**src/btb_pkg.sv**
```systemverilog
`default_nettype none

package btb_pkg;

	// 2-bit saturating predictor, values 2 and 3 predict taken
	typedef logic [1:0] ctr_t;

	localparam ctr_t CTR_WEAK_NT = 2'd1;
	localparam ctr_t CTR_WEAK_T = 2'd2;
	localparam ctr_t CTR_MAX = 2'd3;
	localparam ctr_t CTR_MIN = 2'd0;

	// update controller sequence
	typedef enum logic [1:0] {
		IDLE,
		LOOKUP,
		WRITE,
		ACK
	} upd_state_e;

	// buffer depth, kept a power of two
	localparam int DEFAULT_ENTRIES = 8;

	// word address width
	localparam int DEFAULT_ADDR_W = 30;

endpackage

`default_nettype wire

```
**src/btb_update_if.sv**
```systemverilog
`default_nettype none

interface btb_update_if import btb_pkg::*; #(
	parameter int ENTRIES = DEFAULT_ENTRIES,
	parameter int ADDR_W = DEFAULT_ADDR_W
);

	localparam int IDX_W = $clog2(ENTRIES);

	logic wr_en;
	// set for a new entry, clear for a counter update on a hit
	logic wr_alloc;
	logic [IDX_W-1:0] wr_idx;
	logic [ADDR_W-1:0] wr_tag;
	logic [ADDR_W-1:0] wr_target;
	ctr_t wr_ctr;

	// update controller side
	modport ctrl (
		output wr_en, wr_alloc, wr_idx, wr_tag, wr_target, wr_ctr
	);

	// storage and recency side
	modport sink (
		input wr_en, wr_alloc, wr_idx, wr_tag, wr_target, wr_ctr
	);

endinterface

`default_nettype wire

```
**src/btb_tag_cam.sv**
```systemverilog
`default_nettype none

module btb_tag_cam import btb_pkg::*; #(
	parameter int ENTRIES = DEFAULT_ENTRIES,
	parameter int ADDR_W = DEFAULT_ADDR_W,
	localparam int IDX_W = $clog2(ENTRIES)
) (
	input wire logic clock_bus_i,
	input wire logic resetn_i,
	btb_update_if.sink upd,
	input wire logic [ADDR_W-1:0] fetch_pc_i,
	output logic fetch_hit_o,
	output logic [IDX_W-1:0] fetch_idx_o,
	input wire logic [ADDR_W-1:0] resolve_pc_i,
	output logic resolve_hit_o,
	output logic [IDX_W-1:0] resolve_idx_o,
	output logic [IDX_W-1:0] free_idx_o,
	output logic full_o
);

	logic [ADDR_W-1:0] tag_q [ENTRIES];
	logic [ENTRIES-1:0] valid_q;
	logic [ENTRIES-1:0] fetch_match;
	logic [ENTRIES-1:0] resolve_match;

	// lowest set bit to index, zero when nothing is set
	function automatic logic [IDX_W-1:0] first_set(input logic [ENTRIES-1:0] bits);
		logic [IDX_W-1:0] idx;
		idx = '0;
		for (int i = ENTRIES - 1; i >= 0; i--) begin
			if (bits[i]) begin
				idx = IDX_W'(i);
			end
		end
		return idx;
	endfunction

	// tags only change on allocation, hit updates keep them
	always_ff @(posedge clock_bus_i) begin
		if (upd.wr_en && upd.wr_alloc) begin
			tag_q[upd.wr_idx] <= upd.wr_tag;
		end
	end

	always_ff @(posedge clock_bus_i) begin
		if (!resetn_i) begin
			valid_q <= '0;
		end else if (upd.wr_en && upd.wr_alloc) begin
			valid_q[upd.wr_idx] <= 1'b1;
		end
	end

	// parallel compare of both ports
	always_comb begin
		for (int i = 0; i < ENTRIES; i++) begin
			fetch_match[i] = valid_q[i] && (tag_q[i] == fetch_pc_i);
			resolve_match[i] = valid_q[i] && (tag_q[i] == resolve_pc_i);
		end
	end

	assign fetch_hit_o = |fetch_match;
	assign fetch_idx_o = first_set(fetch_match);
	assign resolve_hit_o = |resolve_match;
	assign resolve_idx_o = first_set(resolve_match);

	// free slot only meaningful while not full
	assign free_idx_o = first_set(~valid_q);
	assign full_o = &valid_q;

endmodule

`default_nettype wire

```
**src/btb_entry_array.sv**
```systemverilog
`default_nettype none

module btb_entry_array import btb_pkg::*; #(
	parameter int ENTRIES = DEFAULT_ENTRIES,
	parameter type payload_t = ctr_t,
	localparam int IDX_W = $clog2(ENTRIES)
) (
	input wire logic clock_bus_i,
	input wire logic resetn_i,
	input wire logic wr_en_i,
	input wire logic [IDX_W-1:0] wr_idx_i,
	input wire payload_t wr_data_i,
	input wire logic [IDX_W-1:0] rd_a_idx_i,
	output payload_t rd_a_data_o,
	input wire logic [IDX_W-1:0] rd_b_idx_i,
	output payload_t rd_b_data_o
);

	payload_t mem_q [ENTRIES];

	always_ff @(posedge clock_bus_i) begin
		if (!resetn_i) begin
			for (int i = 0; i < ENTRIES; i++) begin
				mem_q[i] <= '0;
			end
		end else if (wr_en_i) begin
			mem_q[wr_idx_i] <= wr_data_i;
		end
	end

	// asynchronous reads
	assign rd_a_data_o = mem_q[rd_a_idx_i];
	assign rd_b_data_o = mem_q[rd_b_idx_i];

endmodule

`default_nettype wire

```
**src/lru_age_tracker.sv**
```systemverilog
`default_nettype none

module lru_age_tracker import btb_pkg::*; #(
	parameter int ENTRIES = DEFAULT_ENTRIES,
	localparam int IDX_W = $clog2(ENTRIES),
	localparam int CNT_W = $clog2(ENTRIES + 1)
) (
	input wire logic clock_bus_i,
	input wire logic resetn_i,
	btb_update_if.sink upd,
	input wire logic [CNT_W-1:0] valid_count_i,
	output logic [IDX_W-1:0] oldest_idx_o
);

	// age 0 is the most recently updated entry
	logic [IDX_W-1:0] age_q [ENTRIES];
	logic [ENTRIES-1:0] in_use;
	logic [IDX_W-1:0] wr_age;

	// slots fill from the bottom, so the count marks the allocated range
	always_comb begin
		for (int i = 0; i < ENTRIES; i++) begin
			in_use[i] = CNT_W'(i) < valid_count_i;
		end
	end

	assign wr_age = age_q[upd.wr_idx];

	always_ff @(posedge clock_bus_i) begin
		if (!resetn_i) begin
			for (int i = 0; i < ENTRIES; i++) begin
				age_q[i] <= '0;
			end
		end else if (upd.wr_en) begin
			for (int i = 0; i < ENTRIES; i++) begin
				if (IDX_W'(i) == upd.wr_idx) begin
					age_q[i] <= '0;
				end else if (in_use[i]) begin
					// hit only ages the entries that were younger
					if (upd.wr_alloc || (age_q[i] < wr_age)) begin
						age_q[i] <= age_q[i] + 1'b1;
					end
				end
			end
		end
	end

	// unique once full, ages then form a permutation
	always_comb begin
		oldest_idx_o = '0;
		for (int i = 0; i < ENTRIES; i++) begin
			if (age_q[i] == IDX_W'(ENTRIES - 1)) begin
				oldest_idx_o = IDX_W'(i);
			end
		end
	end

endmodule

`default_nettype wire

```
**src/btb_update_fsm.sv**
```systemverilog
`default_nettype none

module btb_update_fsm import btb_pkg::*; #(
	parameter int ENTRIES = DEFAULT_ENTRIES,
	parameter int ADDR_W = DEFAULT_ADDR_W,
	localparam int IDX_W = $clog2(ENTRIES),
	localparam int CNT_W = $clog2(ENTRIES + 1)
) (
	input wire logic clock_bus_i,
	input wire logic resetn_i,
	input wire logic resolve_req_i,
	output logic resolve_ack_o,
	input wire logic [ADDR_W-1:0] resolve_pc_i,
	input wire logic [ADDR_W-1:0] resolve_target_i,
	input wire logic resolve_taken_i,
	input wire logic hit_i,
	input wire logic [IDX_W-1:0] hit_idx_i,
	input wire logic [IDX_W-1:0] free_idx_i,
	input wire logic full_i,
	input wire logic [IDX_W-1:0] oldest_idx_i,
	input wire ctr_t old_ctr_i,
	output logic [IDX_W-1:0] ctr_rd_idx_o,
	output logic [CNT_W-1:0] valid_count_o,
	btb_update_if.ctrl upd
);

	upd_state_e state_q;
	upd_state_e state_d;
	logic hit_q;
	logic [IDX_W-1:0] slot_q;
	ctr_t old_ctr_q;
	ctr_t new_ctr;
	logic [CNT_W-1:0] alloc_cnt_q;

	always_comb begin
		state_d = state_q;
		case (state_q)
			IDLE: begin
				if (resolve_req_i) begin
					state_d = LOOKUP;
				end
			end
			LOOKUP: state_d = WRITE;
			WRITE: state_d = ACK;
			// requester holding req keeps us here
			ACK: begin
				if (!resolve_req_i) begin
					state_d = IDLE;
				end
			end
			default: state_d = IDLE;
		endcase
	end

	always_ff @(posedge clock_bus_i) begin
		if (!resetn_i) begin
			state_q <= IDLE;
		end else begin
			state_q <= state_d;
		end
	end

	// lookup results held for the write cycle
	always_ff @(posedge clock_bus_i) begin
		if (state_q == LOOKUP) begin
			hit_q <= hit_i;
			old_ctr_q <= old_ctr_i;
			if (hit_i) begin
				slot_q <= hit_idx_i;
			end else if (full_i) begin
				slot_q <= oldest_idx_i;
			end else begin
				slot_q <= free_idx_i;
			end
		end
	end

	always_ff @(posedge clock_bus_i) begin
		if (!resetn_i) begin
			alloc_cnt_q <= '0;
		end else if (state_q == WRITE && !hit_q && alloc_cnt_q != CNT_W'(ENTRIES)) begin
			alloc_cnt_q <= alloc_cnt_q + 1'b1;
		end
	end

	// saturating step on a hit, weak start on a miss
	always_comb begin
		if (!hit_q) begin
			new_ctr = resolve_taken_i ? CTR_WEAK_T : CTR_WEAK_NT;
		end else if (resolve_taken_i) begin
			new_ctr = (old_ctr_q == CTR_MAX) ? CTR_MAX : old_ctr_q + 1'b1;
		end else begin
			new_ctr = (old_ctr_q == CTR_MIN) ? CTR_MIN : old_ctr_q - 1'b1;
		end
	end

	assign ctr_rd_idx_o = hit_idx_i;
	assign valid_count_o = alloc_cnt_q;
	assign resolve_ack_o = state_q == ACK;

	assign upd.wr_en = state_q == WRITE;
	assign upd.wr_alloc = !hit_q;
	assign upd.wr_idx = slot_q;
	assign upd.wr_tag = resolve_pc_i;
	assign upd.wr_target = resolve_target_i;
	assign upd.wr_ctr = new_ctr;

endmodule

`default_nettype wire

```
**src/btb_predictor_top.sv**
```systemverilog
`default_nettype none

module btb_predictor_top import btb_pkg::*; #(
	parameter int ENTRIES = DEFAULT_ENTRIES,
	parameter int ADDR_W = DEFAULT_ADDR_W
) (
	input wire logic clock_bus_i,
	input wire logic resetn_i,
	input wire logic [ADDR_W-1:0] fetch_pc_i,
	output logic [ADDR_W+1:0] next_pc_o,
	input wire logic resolve_req_i,
	output logic resolve_ack_o,
	input wire logic [ADDR_W-1:0] resolve_pc_i,
	input wire logic [ADDR_W-1:0] resolve_target_i,
	input wire logic resolve_taken_i
);

	localparam int IDX_W = $clog2(ENTRIES);
	localparam int CNT_W = $clog2(ENTRIES + 1);

	logic fetch_hit;
	logic [IDX_W-1:0] fetch_idx;
	logic resolve_hit;
	logic [IDX_W-1:0] resolve_idx;
	logic [IDX_W-1:0] free_idx;
	logic full;
	logic [IDX_W-1:0] oldest_idx;
	logic [IDX_W-1:0] ctr_rd_idx;
	logic [CNT_W-1:0] valid_count;
	ctr_t fetch_ctr;
	ctr_t resolve_ctr;
	logic [ADDR_W-1:0] fetch_target;
	logic [ADDR_W-1:0] predicted_pc;

	btb_update_if #(.ENTRIES(ENTRIES), .ADDR_W(ADDR_W)) upd ();

	btb_tag_cam #(.ENTRIES(ENTRIES), .ADDR_W(ADDR_W)) btb_tag_cam_inst (
		.clock_bus_i(clock_bus_i),
		.resetn_i(resetn_i),
		.upd(upd.sink),
		.fetch_pc_i(fetch_pc_i),
		.fetch_hit_o(fetch_hit),
		.fetch_idx_o(fetch_idx),
		.resolve_pc_i(resolve_pc_i),
		.resolve_hit_o(resolve_hit),
		.resolve_idx_o(resolve_idx),
		.free_idx_o(free_idx),
		.full_o(full)
	);

	// second read port of the target store is not needed
	// targets only change on allocation, hit updates keep them
	btb_entry_array #(.ENTRIES(ENTRIES), .payload_t(logic [ADDR_W-1:0])) target_store (
		.clock_bus_i(clock_bus_i),
		.resetn_i(resetn_i),
		.wr_en_i(upd.wr_en && upd.wr_alloc),
		.wr_idx_i(upd.wr_idx),
		.wr_data_i(upd.wr_target),
		.rd_a_idx_i(fetch_idx),
		.rd_a_data_o(fetch_target),
		.rd_b_idx_i(resolve_idx),
		.rd_b_data_o()
	);

	btb_entry_array #(.ENTRIES(ENTRIES), .payload_t(ctr_t)) ctr_store (
		.clock_bus_i(clock_bus_i),
		.resetn_i(resetn_i),
		.wr_en_i(upd.wr_en),
		.wr_idx_i(upd.wr_idx),
		.wr_data_i(upd.wr_ctr),
		.rd_a_idx_i(fetch_idx),
		.rd_a_data_o(fetch_ctr),
		.rd_b_idx_i(ctr_rd_idx),
		.rd_b_data_o(resolve_ctr)
	);

	lru_age_tracker #(.ENTRIES(ENTRIES)) lru_age_tracker_inst (
		.clock_bus_i(clock_bus_i),
		.resetn_i(resetn_i),
		.upd(upd.sink),
		.valid_count_i(valid_count),
		.oldest_idx_o(oldest_idx)
	);

	btb_update_fsm #(.ENTRIES(ENTRIES), .ADDR_W(ADDR_W)) btb_update_fsm_inst (
		.clock_bus_i(clock_bus_i),
		.resetn_i(resetn_i),
		.resolve_req_i(resolve_req_i),
		.resolve_ack_o(resolve_ack_o),
		.resolve_pc_i(resolve_pc_i),
		.resolve_target_i(resolve_target_i),
		.resolve_taken_i(resolve_taken_i),
		.hit_i(resolve_hit),
		.hit_idx_i(resolve_idx),
		.free_idx_i(free_idx),
		.full_i(full),
		.oldest_idx_i(oldest_idx),
		.old_ctr_i(resolve_ctr),
		.ctr_rd_idx_o(ctr_rd_idx),
		.valid_count_o(valid_count),
		.upd(upd.ctrl)
	);

	// counter msb set means predict taken
	assign predicted_pc = (fetch_hit && fetch_ctr[1]) ? fetch_target : fetch_pc_i + 1'b1;
	assign next_pc_o = {predicted_pc, 2'b00};

endmodule

`default_nettype wire

```
**config.mk**
```make
export PLATFORM = sky130hd
export DESIGN_NAME = btb_predictor_top
export DESIGN_NICKNAME = d
export VERILOG_FILES = /design/src/btb_pkg.sv /design/src/btb_update_if.sv /design/src/btb_tag_cam.sv /design/src/btb_entry_array.sv /design/src/lru_age_tracker.sv /design/src/btb_update_fsm.sv /design/src/btb_predictor_top.sv
export SDC_FILE = /design/constraint.sdc
export NUM_CORES = 2
export LEC_CHECK = 0
export ABC_AREA = 1
export BUFFER_PORTS_ARGS = -buffer_cell sky130_fd_sc_hd__buf_2
export CAP_MARGIN = 20
export CORE_MARGIN = 8
export CORE_UTILIZATION = 33
export CTS_BUF_LIST = sky130_fd_sc_hd__clkbuf_4
export DETAILED_ROUTE_END_ITERATION = 10
export PLACE_DENSITY = 0.44
export SYNTH_ARGS = -nofsm -noshare
export SYNTH_HDL_FRONTEND = slang
export SYNTH_SLANG_ARGS = --single-unit
```
**constraint.sdc**
```tcl
create_clock -name clock_bus_i -period 10.1 [get_ports clock_bus_i]
set_input_delay 1.515 -clock clock_bus_i [delete_from_list [all_inputs] [get_ports clock_bus_i]]
set_output_delay 1.515 -clock clock_bus_i [all_outputs]
set_load 0.005 [all_outputs]
```
==> run_results.csv <==
group,metric,value,unit
run_status,status,"complete, no violations",
clocking,cts_sinks,543,
yosys,synth_edf_count,526,
clocking,cts_resized,0,
timing,setup_tns,0,ps
die,ioPinCount,127,
pwr,p_comb_share,17.4,%
die,die_w,326,um
worst_hold_path,hp-class,"register to register",
yosys,syn_inst,3860,
timing,worst_pin_slew,1100,ps
placement,io_buffers,124,
clocking,insertion_delay,1110,ps
detailed_routing,finalWirelength,165,mm
timing,clock_skew,89.0,ps
placement,dp_slack,2340,ps
detailed_routing,drc,0,
cells_and_area,mostFrequentLayoutCell,"nand2_1",
yosys,synth_seq_cells,543,
detailed_routing,vias,30000,
global_route,grt_overflow_total,0,
setup_path,crit_required,8590,ps
global_route,first_global_vias,28800,
die,die_y,326,um
pwr,p_leak,15.5,nW
yosys,synth_area_leaders,"edfxtp_1 50%, nand2_1 13%, nor2_1 6.4%, inv_1 5.3%, nand3_1 3.2%",
timing,fin_crit_sh,78.3,%
global_route,grt_max_degree,69,
timing,holdWs,537,ps
placement,hpwl,111,mm
global_route,antenna_found_initial,15,
yosys,synth.distinct_cells,57,
timing,hold_viol,0,
setup_path,crit_type,"primary input to output pin",
cells_and_area,final_core_util,37.2,%
timing,relSlewSlack,26.9,%
global_route,groute.usage.overall,29.9,%
setup_path,crit_fanout,50,
cells_and_area,final_cell_mix,"1119 x nand2_1, 537 x nor2_1, 526 x edfxtp_1, 449 x inv_1, 224 x clkbuf_4",
die,design.die.area,0.107,mm^2
cells_and_area,fill_cells,10300,
clocking,numCtsBuffers,157,
timing,slew_violations,0,
yosys,async_flop_share,0,%
detailed_routing,via_per_inst,5.52,
detailed_routing,drtAntennaViolNets,0,
setup_path,reg2reg_slack,6260,ps
detailed_routing,firstDrtPassIters,9,
yosys,ys_warn_count,0,
pwr,pwr-share-clk,36.4,%
die,core-area,0.0961,mm^2
cells_and_area,syn_to_final_growth,12.4,%
yosys,avgSynthCellArea,8.24,um^2
clocking,cts_tree,"yes",
setup_path,arrival,6400,ps
yosys,synth_top_area_cell,"edfxtp_1",
timing,final.setup.worst_slack,2190,ps
clocking,ctsHoldBuffers,0,
die,start_util,33.1,%
die,rows,114,
cells_and_area,fin_nets,4183,
pwr,internal_power,0.00392,W
setup_path,cp-end-kind,"output pin",
clocking,cts-root-buf,"clkbuf_4",
pwr,peakVddDrop,0.0926,mV
detailed_routing,drt-initial-drc-count,3731,
global_route,grt_pass1_wl,226,mm
yosys,synthesis.area,0.0318,mm^2
timing,rsz0062_at_grt,"false",
placement,gp_routability_congestion,0.999,
clocking,post_cts_buffers,0,
pwr,switching_share,32.4,%
timing,fin_crit,7910,ps
cells_and_area,layout-drive-gt1-share,12.5,%
pwr,p_switching,0.00188,W
detailed_routing,wire_per_inst,30.3,um
clocking,clkTransAtPathRegs,60,ps
setup_path,critPathLaunchType,"primary input",
clocking,max-clock-path-buffers,3,
yosys,synth_top_area_share,49.7,%
pwr,power-per-cell-area,162,mW/mm^2
timing,max_freq,126,MHz
yosys,synth-seq-area-share,50.8,%
job,cap_violations,0,
yosys,synth_ff_type,"edfxtp_1",
timing,setup_viol,0,
pwr,pwr-share-seq,46.2,%
clocking,h-tree-depth,4,
pwr,power,0.00580,W
[synth_stat cells, types with 21 or more instances]
master and instances:
xnor2_1 83, nor4_1 37, nand3b_1 47, nand3_1 205, o21ai_0 81, buf_4 24, a21oi_1 40, inv_2 21
o22ai_1 104, nand2_1 1135, xor2_1 73, o211ai_1 26, buf_2 63, ha_1 39, nor3_1 43, inv_1 449
nor2_1 545, clkbuf_1 46, edfxtp_1 526, nand4_1 127
[final timing paths]
path                                     endpoint  cells past startpoint                            startpoint
max                                 next_pc_o[20]                     24                        fetch_pc_i[24]
min          btb_update_fsm_inst.valid_count_o[2]                      1  btb_update_fsm_inst.valid_count_o[2]
max reg2reg             target_store.mem_q[2][13]                      6             btb_update_fsm_inst.hit_q
min reg2reg  btb_update_fsm_inst.valid_count_o[2]                      1  btb_update_fsm_inst.valid_count_o[2]
[sequential cells by signal, indices dropped and copies added (netlist names), named ones only]
signal	cells
btb_tag_cam_inst.tag_q	240
target_store.mem_q	240
lru_age_tracker_inst.age_q	24
ctr_store.mem_q	16
btb_tag_cam_inst.valid_q	8
btb_update_fsm_inst.valid_count_o	4
btb_update_fsm_inst.upd.wr_idx	3
btb_update_fsm_inst.old_ctr_q	2
btb_update_fsm_inst.state_q	2
btb_update_fsm_inst.hit_q	1
[area by class of cell]
type	instances	area, um^2	share of cell area (%)
multi-input cells	2687	13100	36.7
repair buffers	179	1080	3.03
inverters	482	1820	5.10
diodes	7	17.5	0.0490
clock buffers	224	1680	4.71
well taps	1276	1600	4.47
flip-flops and latches	543	16100	45.2
clock inverters	43	273	0.764
[critical path, stage by stage]
cell and delay (ps):
buf_2 580, inv_1 600, nand2_1 170, nand2_1 160
nor2_1 140, nand2_1 70, nor2_1 100, nand2_1 120
nor2_1 120, nand2_1 70, nand2_1 60, nand2_1 70
nand2_1 120, nand2_1 80, nand2_2 260, nand2_4 290
inv_2 890, nand2_1 100, nand2_1 90, nand2_1 40
nand3_1 130, nand3_1 190, nand2_1 210, buf_2 150
[kinds of logic (layout without fill, tap and decap cells)]
group,count (synthesis),count (layout),synth area share [%]
buf+inv,631,928,8.33
compound gates,294,294,5.63
mux,1,1,0.0354
xor+xnor,156,156,4.30
fa+ha+maj,39,39,1.53
flops,543,543,50.8
simple gates,2195,2195,29.4
other cells,1,9,0.0118
[metal layers]
layer	track usage, %	part of all wire [%]
met1	42.3	44
met2	43.6	42
met3	8.00	10
met4	11.4	3.7
met5	0	0.033
[stage by stage]
stage / std cells / cell area (um^2)
2_1_floorplan: 3861 / 31800
3_3_place_gp: 5163 / 33700
3_5_place_dp: 5165 / 33700
4_1_cts: 5432 / 35700
5_1_grt: 5438 / 35700
6_report: 5441 / 35700
[power groups by stage]
stage,Sequential (W),Combinational (W),Clock (W)
2_1_floorplan,0.00269,0.000561,0
3_3_place_gp,0.00273,0.000988,0
3_5_place_dp,0.00273,0.000986,0
4_1_cts,0.00268,0.000988,0.00217
5_1_grt,0.00269,0.00109,0.00227
6_report,0.00268,0.00101,0.00211
No activity file was read; power rests on OpenSTA's default activity.
